==> src/common/rab_settings.svh <==
// **************************************************************************
// global sizes of the RAB write path
// include this file wherever a width, the region count or the FIFO depth
// is needed; the package with the shared types includes it as well
// **************************************************************************
`ifndef RAB_SETTINGS_SVH
`define RAB_SETTINGS_SVH

`define RAB_ID_WIDTH     4
// bit 0 of awuser marks a prefetch
`define RAB_USER_WIDTH   2
`define RAB_ADDR_WIDTH   32
`define RAB_DATA_WIDTH   32
`define RAB_NUM_REGIONS  4
// depth of the decision FIFO and of the drop FIFO in the B sender
`define RAB_FIFO_DEPTH   4

`endif

==> src/common/rab_pkg.sv <==
// **************************************************************************
// shared types of the RAB write path
// modules import it with a wildcard in their body and use scoped names
// in their port lists
// **************************************************************************
`default_nettype none

`include "rab_settings.svh"

package rab_pkg;

  // only the two responses the RAB ever produces itself
  typedef enum logic [1:0] {
    OKAY   = 2'b00,
    SLVERR = 2'b10
  } axi_resp_e;

  // decision for one write burst, made by the AW lookup
  typedef struct packed {
    logic                     drop;
    logic                     prefetch;
    // some region matched, with or without write permission
    logic                     hit;
    logic [`RAB_ID_WIDTH-1:0] id;
  } drop_meta_t;

endpackage

`default_nettype wire

==> src/aw_check/aw_check.sv <==
// **************************************************************************
// AW side of the RAB: region table, lookup, translation and drop decision
// one burst at a time is registered and compared against all regions in
// the following cycle; forwarded bursts leave on m_aw, and every burst
// pushes one decision into the decision FIFO
// **************************************************************************
`timescale 1ns/100ps
`default_nettype none

`include "rab_settings.svh"

module aw_check (
  input  wire                                 axi4_aclk,
  input  wire                                 axi4_arstn,
  input  wire                                 cfg_we_i,
  input  wire  [$clog2(`RAB_NUM_REGIONS)-1:0] cfg_idx_i,
  input  wire  [`RAB_ADDR_WIDTH-1:0]          cfg_base_i,
  input  wire  [`RAB_ADDR_WIDTH-1:0]          cfg_end_i,
  input  wire  [`RAB_ADDR_WIDTH-1:0]          cfg_phys_i,
  input  wire                                 cfg_wen_i,
  input  wire  [`RAB_ID_WIDTH-1:0]            s_awid_i,
  input  wire  [`RAB_ADDR_WIDTH-1:0]          s_awaddr_i,
  input  wire  [7:0]                          s_awlen_i,
  input  wire  [`RAB_USER_WIDTH-1:0]          s_awuser_i,
  input  wire                                 s_awvalid_i,
  output logic                                s_awready_o,
  output logic [`RAB_ID_WIDTH-1:0]            m_awid_o,
  output logic [`RAB_ADDR_WIDTH-1:0]          m_awaddr_o,
  output logic [7:0]                          m_awlen_o,
  output logic                                m_awvalid_o,
  input  wire                                 m_awready_i,
  output rab_pkg::drop_meta_t                 dec_o,
  output logic                                dec_valid_o,
  input  wire                                 dec_ready_i
);

  import rab_pkg::*;

  localparam int NREG  = `RAB_NUM_REGIONS;
  localparam int IDX_W = $clog2(NREG);

  logic [`RAB_ADDR_WIDTH-1:0] reg_base [NREG];
  logic [`RAB_ADDR_WIDTH-1:0] reg_end  [NREG];
  logic [`RAB_ADDR_WIDTH-1:0] reg_phys [NREG];
  logic [NREG-1:0]            reg_wen;

  logic                       pending;
  logic [`RAB_ID_WIDTH-1:0]   aw_id_q;
  logic [`RAB_ADDR_WIDTH-1:0] aw_addr_q;
  logic [7:0]                 aw_len_q;
  logic                       aw_pref_q;

  logic                       hit;
  logic [IDX_W-1:0]           hit_idx;
  logic                       drop;

  // the table is written without a handshake and the new entry counts from the next cycle
  always_ff @(posedge axi4_aclk) begin
    if (cfg_we_i) begin
      reg_base[cfg_idx_i] <= cfg_base_i;
      reg_end[cfg_idx_i]  <= cfg_end_i;
      reg_phys[cfg_idx_i] <= cfg_phys_i;
    end
  end

  always_ff @(posedge axi4_aclk or negedge axi4_arstn) begin
    if (!axi4_arstn) begin
      reg_wen <= '0;
    end else if (cfg_we_i) begin
      reg_wen[cfg_idx_i] <= cfg_wen_i;
    end
  end

  always_ff @(posedge axi4_aclk) begin
    if (s_awvalid_i && s_awready_o) begin
      aw_id_q   <= s_awid_i;
      aw_addr_q <= s_awaddr_i;
      aw_len_q  <= s_awlen_i;
      aw_pref_q <= s_awuser_i[0];
    end
  end

  // walking down from the top leaves the lowest matching region in hit_idx
  always_comb begin
    hit     = 1'b0;
    hit_idx = '0;
    for (int i = NREG - 1; i >= 0; i--) begin
      if (aw_addr_q >= reg_base[i] && aw_addr_q <= reg_end[i]) begin
        hit     = 1'b1;
        hit_idx = IDX_W'(i);
      end
    end
  end

  assign drop = aw_pref_q | ~hit | ~reg_wen[hit_idx];

  assign m_awid_o    = aw_id_q;
  assign m_awlen_o   = aw_len_q;
  assign m_awaddr_o  = aw_addr_q - reg_base[hit_idx] + reg_phys[hit_idx];
  assign m_awvalid_o = pending & ~drop;

  // a forwarded burst pushes its decision together with the m_aw transfer
  assign dec_o       = '{drop: drop, prefetch: aw_pref_q, hit: hit, id: aw_id_q};
  assign dec_valid_o = pending & (drop | m_awready_i);

  // room in the decision FIFO is checked up front, so the later push never stalls
  assign s_awready_o = ~pending & dec_ready_i;

  always_ff @(posedge axi4_aclk or negedge axi4_arstn) begin
    if (!axi4_arstn) begin
      pending <= 1'b0;
    end else if (s_awvalid_i && s_awready_o) begin
      pending <= 1'b1;
    end else if (dec_valid_o && dec_ready_i) begin
      pending <= 1'b0;
    end
  end

endmodule

`default_nettype wire

==> src/b_send/b_send.sv <==
// **************************************************************************
// B side of the RAB: slave responses and injected responses for drops
// dropped bursts queue up in a local FIFO; while one is served, the
// slave B channel is held off and the injected response is presented
// **************************************************************************
`timescale 1ns/100ps
`default_nettype none

`include "rab_settings.svh"

module b_send (
  input  wire                        axi4_aclk,
  input  wire                        axi4_arstn,
  input  wire  rab_pkg::drop_meta_t  drop_i,
  input  wire                        drop_valid_i,
  output logic                       drop_ready_o,
  output logic [`RAB_ID_WIDTH-1:0]   s_bid_o,
  output logic [1:0]                 s_bresp_o,
  output logic [`RAB_USER_WIDTH-1:0] s_buser_o,
  output logic                       s_bvalid_o,
  input  wire                        s_bready_i,
  input  wire  [`RAB_ID_WIDTH-1:0]   m_bid_i,
  input  wire  [1:0]                 m_bresp_i,
  input  wire  [`RAB_USER_WIDTH-1:0] m_buser_i,
  input  wire                        m_bvalid_i,
  output logic                       m_bready_o
);

  import rab_pkg::*;

  drop_meta_t meta;
  logic       meta_valid;
  logic       meta_pop;
  logic       dropping;
  axi_resp_e  inj_resp;

  meta_fifo #(
    .WIDTH ($bits(drop_meta_t))
  ) u_drop_fifo (
    .axi4_aclk   (axi4_aclk),
    .axi4_arstn  (axi4_arstn),
    .in_data_i   (drop_i),
    .in_valid_i  (drop_valid_i),
    .in_ready_o  (drop_ready_o),
    .out_data_o  (meta),
    .out_valid_o (meta_valid),
    .out_ready_i (meta_pop)
  );

  assign meta_pop = dropping & s_bready_i;

  always_ff @(posedge axi4_aclk or negedge axi4_arstn) begin
    if (!axi4_arstn) begin
      dropping <= 1'b0;
    end else if (meta_valid && !dropping) begin
      dropping <= 1'b1;
    end else if (meta_pop) begin
      dropping <= 1'b0;
    end
  end

  // only a prefetch that found its region is answered OKAY
  assign inj_resp = (meta.prefetch && meta.hit) ? OKAY : SLVERR;

  assign s_bid_o    = dropping ? meta.id : m_bid_i;
  assign s_bresp_o  = dropping ? inj_resp : m_bresp_i;
  assign s_buser_o  = dropping ? '0 : m_buser_i;
  assign s_bvalid_o = dropping | m_bvalid_i;
  assign m_bready_o = ~dropping & s_bready_i;

endmodule

`default_nettype wire

==> src/hdl/meta_fifo.sv <==
// **************************************************************************
// small synchronous FIFO with valid/ready on both sides
// depth comes from the settings header, the word width is a parameter
// the head word is valid one cycle after its push (no fall-through)
// **************************************************************************
`timescale 1ns/100ps
`default_nettype none

`include "rab_settings.svh"

module meta_fifo #(
  parameter int WIDTH = 8
) (
  input  wire              axi4_aclk,
  input  wire              axi4_arstn,
  input  wire  [WIDTH-1:0] in_data_i,
  input  wire              in_valid_i,
  output logic             in_ready_o,
  output logic [WIDTH-1:0] out_data_o,
  output logic             out_valid_o,
  input  wire              out_ready_i
);

  localparam int DEPTH = `RAB_FIFO_DEPTH;
  localparam int PTR_W = (DEPTH > 1) ? $clog2(DEPTH) : 1;
  localparam int CNT_W = $clog2(DEPTH + 1);

  logic [WIDTH-1:0] mem [DEPTH];
  logic [PTR_W-1:0] wr_ptr;
  logic [PTR_W-1:0] rd_ptr;
  logic [CNT_W-1:0] count;
  logic             push;
  logic             pop;

  assign in_ready_o  = (count != CNT_W'(DEPTH));
  assign out_valid_o = (count != '0);
  assign out_data_o  = mem[rd_ptr];

  assign push = in_valid_i & in_ready_o;
  assign pop  = out_valid_o & out_ready_i;

  always_ff @(posedge axi4_aclk) begin
    if (push) begin
      mem[wr_ptr] <= in_data_i;
    end
  end

  always_ff @(posedge axi4_aclk or negedge axi4_arstn) begin
    if (!axi4_arstn) begin
      wr_ptr <= '0;
      rd_ptr <= '0;
      count  <= '0;
    end else begin
      if (push) begin
        wr_ptr <= (wr_ptr == PTR_W'(DEPTH - 1)) ? '0 : wr_ptr + 1'b1;
      end
      if (pop) begin
        rd_ptr <= (rd_ptr == PTR_W'(DEPTH - 1)) ? '0 : rd_ptr + 1'b1;
      end
      // a push into a full FIFO cannot happen, so push and pop together keep the count
      if (push && !pop) begin
        count <= count + 1'b1;
      end else if (pop && !push) begin
        count <= count - 1'b1;
      end
    end
  end

endmodule

`default_nettype wire

==> src/hdl/rab_write_path.sv <==
// **************************************************************************
// top of the RAB write path
// joins the AW check, the decision FIFO, the W filter and the B sender;
// the s side faces the AXI master, the m side faces memory
// **************************************************************************
`timescale 1ns/100ps
`default_nettype none

`include "rab_settings.svh"

module rab_write_path (
  input  wire                                 axi4_aclk,
  input  wire                                 axi4_arstn,
  input  wire                                 cfg_we_i,
  input  wire  [$clog2(`RAB_NUM_REGIONS)-1:0] cfg_idx_i,
  input  wire  [`RAB_ADDR_WIDTH-1:0]          cfg_base_i,
  input  wire  [`RAB_ADDR_WIDTH-1:0]          cfg_end_i,
  input  wire  [`RAB_ADDR_WIDTH-1:0]          cfg_phys_i,
  input  wire                                 cfg_wen_i,
  input  wire  [`RAB_ID_WIDTH-1:0]            s_awid_i,
  input  wire  [`RAB_ADDR_WIDTH-1:0]          s_awaddr_i,
  input  wire  [7:0]                          s_awlen_i,
  input  wire  [`RAB_USER_WIDTH-1:0]          s_awuser_i,
  input  wire                                 s_awvalid_i,
  output logic                                s_awready_o,
  input  wire  [`RAB_DATA_WIDTH-1:0]          s_wdata_i,
  input  wire                                 s_wlast_i,
  input  wire                                 s_wvalid_i,
  output logic                                s_wready_o,
  output logic [`RAB_ID_WIDTH-1:0]            s_bid_o,
  output logic [1:0]                          s_bresp_o,
  output logic [`RAB_USER_WIDTH-1:0]          s_buser_o,
  output logic                                s_bvalid_o,
  input  wire                                 s_bready_i,
  output logic [`RAB_ID_WIDTH-1:0]            m_awid_o,
  output logic [`RAB_ADDR_WIDTH-1:0]          m_awaddr_o,
  output logic [7:0]                          m_awlen_o,
  output logic                                m_awvalid_o,
  input  wire                                 m_awready_i,
  output logic [`RAB_DATA_WIDTH-1:0]          m_wdata_o,
  output logic                                m_wlast_o,
  output logic                                m_wvalid_o,
  input  wire                                 m_wready_i,
  input  wire  [`RAB_ID_WIDTH-1:0]            m_bid_i,
  input  wire  [1:0]                          m_bresp_i,
  input  wire  [`RAB_USER_WIDTH-1:0]          m_buser_i,
  input  wire                                 m_bvalid_i,
  output logic                                m_bready_o
);

  import rab_pkg::*;

  drop_meta_t dec_in;
  logic       dec_in_valid;
  logic       dec_in_ready;
  drop_meta_t dec_head;
  logic       dec_head_valid;
  logic       dec_head_ready;
  drop_meta_t drop_meta;
  logic       drop_valid;
  logic       drop_ready;

  aw_check u_aw_check (
    .axi4_aclk   (axi4_aclk),
    .axi4_arstn  (axi4_arstn),
    .cfg_we_i    (cfg_we_i),
    .cfg_idx_i   (cfg_idx_i),
    .cfg_base_i  (cfg_base_i),
    .cfg_end_i   (cfg_end_i),
    .cfg_phys_i  (cfg_phys_i),
    .cfg_wen_i   (cfg_wen_i),
    .s_awid_i    (s_awid_i),
    .s_awaddr_i  (s_awaddr_i),
    .s_awlen_i   (s_awlen_i),
    .s_awuser_i  (s_awuser_i),
    .s_awvalid_i (s_awvalid_i),
    .s_awready_o (s_awready_o),
    .m_awid_o    (m_awid_o),
    .m_awaddr_o  (m_awaddr_o),
    .m_awlen_o   (m_awlen_o),
    .m_awvalid_o (m_awvalid_o),
    .m_awready_i (m_awready_i),
    .dec_o       (dec_in),
    .dec_valid_o (dec_in_valid),
    .dec_ready_i (dec_in_ready)
  );

  // one entry per accepted AW, in burst order, popped by the W filter
  meta_fifo #(
    .WIDTH ($bits(drop_meta_t))
  ) u_dec_fifo (
    .axi4_aclk   (axi4_aclk),
    .axi4_arstn  (axi4_arstn),
    .in_data_i   (dec_in),
    .in_valid_i  (dec_in_valid),
    .in_ready_o  (dec_in_ready),
    .out_data_o  (dec_head),
    .out_valid_o (dec_head_valid),
    .out_ready_i (dec_head_ready)
  );

  w_filter u_w_filter (
    .axi4_aclk    (axi4_aclk),
    .axi4_arstn   (axi4_arstn),
    .s_wdata_i    (s_wdata_i),
    .s_wlast_i    (s_wlast_i),
    .s_wvalid_i   (s_wvalid_i),
    .s_wready_o   (s_wready_o),
    .m_wdata_o    (m_wdata_o),
    .m_wlast_o    (m_wlast_o),
    .m_wvalid_o   (m_wvalid_o),
    .m_wready_i   (m_wready_i),
    .dec_i        (dec_head),
    .dec_valid_i  (dec_head_valid),
    .dec_ready_o  (dec_head_ready),
    .drop_o       (drop_meta),
    .drop_valid_o (drop_valid),
    .drop_ready_i (drop_ready)
  );

  b_send u_b_send (
    .axi4_aclk    (axi4_aclk),
    .axi4_arstn   (axi4_arstn),
    .drop_i       (drop_meta),
    .drop_valid_i (drop_valid),
    .drop_ready_o (drop_ready),
    .s_bid_o      (s_bid_o),
    .s_bresp_o    (s_bresp_o),
    .s_buser_o    (s_buser_o),
    .s_bvalid_o   (s_bvalid_o),
    .s_bready_i   (s_bready_i),
    .m_bid_i      (m_bid_i),
    .m_bresp_i    (m_bresp_i),
    .m_buser_i    (m_buser_i),
    .m_bvalid_i   (m_bvalid_i),
    .m_bready_o   (m_bready_o)
  );

endmodule

`default_nettype wire

==> src/w_filter/w_filter.sv <==
// **************************************************************************
// W side of the RAB: routes write beats by the decision at the FIFO head
// forwarded bursts go straight through to m_w, dropped bursts are taken
// from the master and thrown away; each finished dropped burst is then
// reported to the B sender before its decision is popped
// **************************************************************************
`timescale 1ns/100ps
`default_nettype none

`include "rab_settings.svh"

module w_filter (
  input  wire                        axi4_aclk,
  input  wire                        axi4_arstn,
  input  wire  [`RAB_DATA_WIDTH-1:0] s_wdata_i,
  input  wire                        s_wlast_i,
  input  wire                        s_wvalid_i,
  output logic                       s_wready_o,
  output logic [`RAB_DATA_WIDTH-1:0] m_wdata_o,
  output logic                       m_wlast_o,
  output logic                       m_wvalid_o,
  input  wire                        m_wready_i,
  input  wire  rab_pkg::drop_meta_t  dec_i,
  input  wire                        dec_valid_i,
  output logic                       dec_ready_o,
  output rab_pkg::drop_meta_t        drop_o,
  output logic                       drop_valid_o,
  input  wire                        drop_ready_i
);

  import rab_pkg::*;

  typedef enum logic {
    ST_BEATS,
    ST_REPORT
  } state_e;

  state_e state;
  logic   fwd;
  logic   dis;
  logic   last_beat;

  // fwd and dis are only set while a decision is waiting and beats may move
  assign fwd = (state == ST_BEATS) & dec_valid_i & ~dec_i.drop;
  assign dis = (state == ST_BEATS) & dec_valid_i & dec_i.drop;

  assign m_wdata_o  = s_wdata_i;
  assign m_wlast_o  = s_wlast_i;
  assign m_wvalid_o = fwd & s_wvalid_i;
  assign s_wready_o = (fwd & m_wready_i) | dis;

  assign last_beat = s_wvalid_i & s_wready_o & s_wlast_i;

  assign drop_o       = dec_i;
  assign drop_valid_o = (state == ST_REPORT);

  always_comb begin
    dec_ready_o = 1'b0;
    if (fwd && last_beat) begin
      dec_ready_o = 1'b1;
    end else if (drop_valid_o && drop_ready_i) begin
      // once the report is taken the decision can go
      dec_ready_o = 1'b1;
    end
  end

  always_ff @(posedge axi4_aclk or negedge axi4_arstn) begin
    if (!axi4_arstn) begin
      state <= ST_BEATS;
    end else begin
      case (state)
        ST_BEATS: begin
          if (dis && last_beat) begin
            state <= ST_REPORT;
          end
        end
        ST_REPORT: begin
          if (drop_ready_i) begin
            state <= ST_BEATS;
          end
        end
        default: state <= ST_BEATS;
      endcase
    end
  end

endmodule

`default_nettype wire
==> config.mk <==
export PLATFORM = sky130hd
export DESIGN_NAME = rab_write_path
export DESIGN_NICKNAME = d
export VERILOG_FILES = /design/src/common/rab_pkg.sv /design/src/aw_check/aw_check.sv /design/src/b_send/b_send.sv /design/src/hdl/meta_fifo.sv /design/src/hdl/rab_write_path.sv /design/src/w_filter/w_filter.sv
export VERILOG_INCLUDE_DIRS = /design/src /design/src/common
export SDC_FILE = /design/constraint.sdc
export NUM_CORES = 1
export LEC_CHECK = 0
export ABC_AREA = 1
export ABC_CLOCK_PERIOD_IN_PS = 5000
export BUFFER_PORTS_ARGS = -buffer_cell sky130_fd_sc_hd__buf_2
export CAP_MARGIN = 20
export CORE_ASPECT_RATIO = 0.6
export CORE_MARGIN = 5
export CORE_UTILIZATION = 54
export CTS_CLUSTER_DIAMETER = 80
export DETAILED_ROUTE_END_ITERATION = 10
export HOLD_SLACK_MARGIN = 0.15
export PLACE_DENSITY_LB_ADDON = 0.15
export SETUP_SLACK_MARGIN = 0.05
export SLEW_MARGIN = 20
export SYNTH_ARGS = -nofsm -noshare
export SYNTH_HDL_FRONTEND = slang
export SYNTH_HIERARCHICAL = 1
export SYNTH_SLANG_ARGS = --single-unit
==> constraint.sdc <==
create_clock -name axi4_aclk -period 5 [get_ports axi4_aclk]
set_input_delay 0.75 -clock axi4_aclk [delete_from_list [all_inputs] [get_ports axi4_aclk]]
set_output_delay 0.75 -clock axi4_aclk [all_outputs]
set_load 0.01 [all_outputs]
; Word-level counts from Yosys, hierarchy flattened
; Memories as Yosys holds them, arrays and structs flattened.
; Cells that the tools add are included.
[op_classes]
bitwise_logic = 28
magnitude_cmp = 11
n_eq_ne = 6
n_reduce_logical = 27
addsub = 10
n_mux = 40
[ops]
columns = cell, count
row1 = greater-or-equal comparator 32 bit, 4
row2 = <= comparator 32 bit, 4
row3 = adder 32 bit, 1
row4 = subtractor 32 bit, 1
row5 = 2-to-1 mux 2 bit, 11
row6 = 2-to-1 mux 1 bit, 20
row7 = bitwise AND 1 bit, 16
row8 = logical AND 1 bit, 16
row9 = 2-to-1 mux 3 bit, 4
row10 = "adder 2 x 1 -> 2 bit, second input constant", 4
row11 = "equality test 2 bit, second input constant", 4
row12 = nonzero test 2 bit, 4
row13 = NOT 1 bit, 7
row14 = "adder 3 x 1 -> 3 bit, second input constant", 2
row15 = "< comparator 2 x 3 -> 1 bit, second input constant", 2
row16 = "inequality test 3 bit, second input constant", 2
row17 = nonzero test 3 bit, 2
row18 = "subtractor 3 x 1 -> 3 bit, second input constant", 2
row19 = zero test 1 bit, 5
row20 = bitwise OR 1 bit, 5
row21 = bitwise mux 4 bit, 1
row22 = 2-to-1 mux 4 bit, 1
row23 = binary-select mux 1 bit (select 2 bit), 1
row24 = demux 1 bit (select 2 bit), 1
row25 = other kinds (2), 2
[word_totals]
output_inout_bits = 91
mem_bits_rw = 440
ff_bits = 66
n_memories = 5
in_bits = 195
word_cells = 141
[mem_list]
columns = name, depth, width, rd, rd_ports_with_merged_regs, write_ports, line
row1 = u_aw_check.reg_base, 4, 32, 5, 0, 1, aw_check.sv:42  ; logic [`RAB_ADDR_WIDTH-1:0] reg_base [NREG];
row2 = u_aw_check.reg_end, 4, 32, 4, 0, 1, aw_check.sv:43  ; logic [`RAB_ADDR_WIDTH-1:0] reg_end [NREG];
row3 = u_aw_check.reg_phys, 4, 32, 1, 0, 1, aw_check.sv:44  ; logic [`RAB_ADDR_WIDTH-1:0] reg_phys [NREG];
row4 = u_b_send.u_drop_fifo.mem, 4, 7, 1, 0, 1, meta_fifo.sv:28  ; logic [WIDTH-1:0] mem [DEPTH];
row5 = u_dec_fifo.mem, 4, 7, 1, 0, 1, meta_fifo.sv:28

; Depth between registers and ports, before layout
[depth]
ltp_word = 17
mapped_depth = 42
ltp_nobuf = 40

; Hierarchy
; Netlist, hierarchy kept.
[by_module_without_submodules]
columns = mod, cells_each, area_each_um2, n_inst, seq_area_each_um2
row1 = aw_check, 2201, 24273.3, 1, 13007.5
row2 = meta_fifo, 140, 1574.0, 2, 1016.0
row3 = w_filter, 57, 396.6, 1, 25.0
row4 = b_send, 32, 156.4, 1, 25.0

; Worst setup path after synthesis
; OpenSTA, ideal clock, no wires.
[synth_timing]
path_kind = input to register
startpoint = input port cfg_idx_i[1]
endpoint = register u_aw_check.reg_wen[1]
setup_ps = 416
arrival_ps = 7812
cell_stages = 2
slack_ps = -3228
t_required_ps = 4584
path_buffers = 0
cell_sequence = nor3_1 -> a21oi_1
[synth_via]
elab_chain_cells = 5
elab_cells_between_ends = 6
cone_classes = 2 x order compare / 3 x mux / 1 x reduce/logical
[synth_rtl]
columns = item, line
row1 = "start, declared", rab_write_path.sv:15  ; input wire [$clog2(`RAB_NUM_REGIONS)-1:0] cfg_idx_i,
row2 = < comparator 2 x 3 -> 1 bit (not written as such) or greater-or-equal comparator 2 x 1 -> 1 bit (tied branches), aw_check.sv:70  ; reg_wen[cfg_idx_i] <= cfg_wen_i;
row3 = logical AND 1 bit (not written as such), aw_check.sv:70
row4 = 2-to-1 mux 1 bit (not written as such), aw_check.sv:70
row5 = demux 1 bit (select 2 bit) *, -
row6 = bitwise mux 4 bit *, aw_check.sv:70
row7 = "end signal, assigned by index", aw_check.sv:70
row8 = "end, declared", aw_check.sv:45  ; logic [NREG-1:0] reg_wen;
; Every way passes the cells marked *; elsewhere a longest branch is shown, timed or not.
; A chain may end at the register's enable or synchronous reset.

; Worst setup path after layout
[layout_timing]
startpoint = register u_aw_check.aw_addr_q[6]
endpoint = output port m_awaddr_o[30]
[layout_via]
elab_chain_cells = 9
elab_cells_between_ends = 20
cone_classes = 2 x add/sub / 8 x order compare / 4 x mux / 4 x reduce/logical / 2 x memory
[layout_rtl]
columns = item, line
row1 = "start, declared", aw_check.sv:49  ; logic [`RAB_ADDR_WIDTH-1:0] aw_addr_q;
row2 = "start signal, assigned", aw_check.sv:77  ; aw_addr_q <= s_awaddr_i;
row3 = greater-or-equal comparator 32 bit or <= comparator 32 bit (tied branches), aw_check.sv:88  ; if (aw_addr_q >= reg_base[i] && aw_addr_q <= reg_end[i]) begin
row4 = logical AND 1 bit, aw_check.sv:88
row5 = 2-to-1 mux 2 bit (4 in series), aw_check.sv:88
row6 = memory read (4 x 32 bit), -
row7 = subtractor 32 bit, aw_check.sv:99  ; assign m_awaddr_o = aw_addr_q - reg_base[hit_idx] + reg_phys[hit_idx];
row8 = adder 32 bit *, aw_check.sv:99
row9 = "end, declared", rab_write_path.sv:36  ; output logic [`RAB_ADDR_WIDTH-1:0] m_awaddr_o,
; Marks and branches as above.

==> metrics.csv <==
stage,metric,value,unit
timing,final period utilization,1.32,
routing,Vias/cell,5.41,
routing,DRC,0,
pwr,sequential share of power,0.188,
yosys,cell count after synthesis,2558,
placed_design,dpl ws,-1.23,ns
routing,1st-iter DRT viols,1704,
global_route,largest net degree at the start of global routing,99,
clock_tree,CTS tree,done,
timing,skew final,0.0235,ns
final_layout,most frequent cells in the layout,"481 x edfxtp_1, 391 x inv_1, 379 x nand2_1",
critical_path,CP max stage cell,fa_1,
global_route,global-route wire length before repair,118000,um
global_route,initial antenna violation count,10,
timing,Rel. slew slack,0.384,
final_layout,"commonest non-fill, non-tap cell in the layout",edfxtp_1,
worst_hold_path,Hold WC Path Type,primary input to asynchronous set/reset pin,
final_layout,fin area,36000,um^2
floorplan,starting density of the core,0.546,
pwr,Net Sw Frac,0.423,
clock_tree,Root Driver,clkbuf_16,
placed_design,# port buffers,220,
final_layout,area grow syn2layout,29.3,%
clock_tree,H-tree depth,2,
pwr,Peak VDD IR,0.000684,V
yosys,synthesized area per cell,10.9,um^2
pwr,P_int,16.3,mW
critical_path,Buf/Inv on CP,8,
yosys,Syn Std Cell Area,27800,um^2
floorplan,Row Count,64,
floorplan,Die Wd,303,um
floorplan,IO Pins,286,
timing,RSZ-0062 raised after global routing,yes,
critical_path,WS Path Type,flop to output port,
critical_path,CP required,4.25,ns
clock_tree,Worst-Skew Late Latency,0.58,ns
timing,Worst-Margin Slew,0.924,ns
final_layout,Final Net Count,3652,
run,max-cap check violation count,0,
global_route,total gr overflow,0,
routing,via total after detailed routing,20900,
global_route,Tot GR Track Use,0.273,
pwr,Clock power frac,0.135,
timing,Slew Limit Fails,0,
timing,final hold vios,0,
pwr,power share of the combinational group,0.676,
routing,TritonRoute pass-1 iters,5,
timing,Final setup viols,31,
status,failing checks,negative setup slack,
timing,Tmin final,6.59,ns
floorplan,DIE AREA,56300,um^2
critical_path,Worst setup EP type,output port,
critical_path,CP max FO,7,
critical_path,startpoint types,flop,
timing,setup ws final,-1.59,ns
yosys,syn nets,3086,
placed_design,Post-DP HPWL,56000,um
routing,post-route antenna net violation count,0,
routing,WL per Instance,20.4,um
clock_tree,# clock sinks,502,
status,outcome,finished with violations,
critical_path,CP max stage delay,0.54,ns
pwr,Psw,11.9,mW
timing,maximum clock rate,152,MHz
placed_design,placer's final routability congestion estimate,0.960,
critical_path,CP dominant cell by count,nand2_2,
final_layout,layout cell share with drive strength beyond 1,0.315,
placed_design,Post-DP Area,32000,um^2
floorplan,Die Ht,186,um
critical_path,"Data arrival, critical path",5.84,ns
pwr,Leak Pwr,15.9,nW
clock_tree,TritonCTS buffer count,48,
critical_path,"delay-heaviest family, CP",simple AND/OR/NAND/NOR gates,
pwr,power per cell area,786,nW/um^2
clock_tree,clock transition at the registers of the reported paths,0.07,ns
global_route,vias in the first global route,21100,
routing,final WL,78900,um
timing,hold slack,0.201,ns
floorplan,core footprint,50900,um^2
yosys,yosys warns,6,
clock_tree,CTS max path bufs,3,
power groups by stage:
stage	registers, mW	logic (mW)	clock network [mW]
after floorplan	5.42	8.16	0
after global placement	5.42	14.7	0
after detailed placement	5.44	15.0	0
after CTS	5.33	17.7	3.88
after global routing	5.37	20.4	4.08
final	5.33	19.1	3.82
timing repair:
item                                    CTS  global route
resized for setup                       228           123
gates cloned                              4             1
endpoints found under the setup margin   31            32
pin swaps                               100           107
hold buffers                              0             0
setup buffers                            47            18
path summary, 6_finish.rpt:
check,cells past startpoint,slack (ns),start,end
setup / recovery,33,-1.59,u_aw_check/aw_addr_q[6]$_DFFE_PP_,m_awaddr_o[30]
hold / removal,1,0.20,axi4_arstn,u_b_send/dropping$_DFFE_PN0P_
setup reg to reg,28,0.70,u_aw_check/aw_addr_q[13]$_DFFE_PP_,u_dec_fifo/count[2]$_DFFE_PN0P_
hold reg to reg,1,0.52,u_aw_check/reg_wen[3]$_DFFE_PN0P_,u_aw_check/reg_wen[3]$_DFFE_PN0P_
max in group asynchronous,1,4.37,axi4_arstn,u_w_filter/drop_valid_o$_DFF_PN0_
min in group axi4_aclk,1,0.34,s_awaddr_i[11],u_aw_check/aw_addr_q[11]$_DFFE_PP_
per-layer routing:
| layer | routed length (um) | up-vias | share of wire | track usage |
|---|---|---|---|---|
| li1 | - | 9897 | - | - |
| met1 | 37100 | 10200 | 0.47 | 0.414 |
| met2 | 34700 | 690 | 0.44 | 0.413 |
| met3 | 5520 | 126 | 0.070 | 0.0530 |
| met4 | 1530 | 4 | 0.019 | 0.0605 |
| met5 | 27 | - | 0.00034 | 0 |
stage by stage:
| step | power (mW) | util | instances | TNS [ns] |
|---|---|---|---|---|
| after floorplan | 13.6 | - | 2558 | -2.42 |
| after global placement | 20.1 | 0.627 | 3703 | -25.57 |
| after detailed placement | 20.4 | 0.627 | 3703 | -26.41 |
| after CTS | 26.9 | 0.691 | 3842 | -35.72 |
| after global routing | 29.8 | 0.706 | 3864 | -44.73 |
| final | 28.3 | 0.706 | 3864 | -39.42 |
area by class of cell:
| cell class | instances | area [um^2] |
|---|---|---|
| antenna | 7 | 17.5 |
| clock buffer | 63 | 1320 |
| clock inverter | 27 | 324 |
| fill | 3672 | 15000 |
| inverter | 411 | 1560 |
| multi-input combinational | 1549 | 12200 |
| sequential | 502 | 15000 |
| tap | 693 | 867 |
| timing repair buffer | 612 | 4660 |
sequential cells by signal (all words and copies together) (netlist names), 3 cells and up:
signal,count
u_aw_check/m_awid_o,4
u_aw_check/m_awlen_o,8
u_dec_fifo/mem,28
u_b_send/u_drop_fifo/count,3
u_aw_check/aw_addr_q,32
u_aw_check/reg_wen,4
u_aw_check/reg_base,128
u_aw_check/reg_end,128
u_b_send/u_drop_fifo/mem,24
u_aw_check/reg_phys,128
u_dec_fifo/count,3
Note: power is estimated with default switching activity, not from simulation.
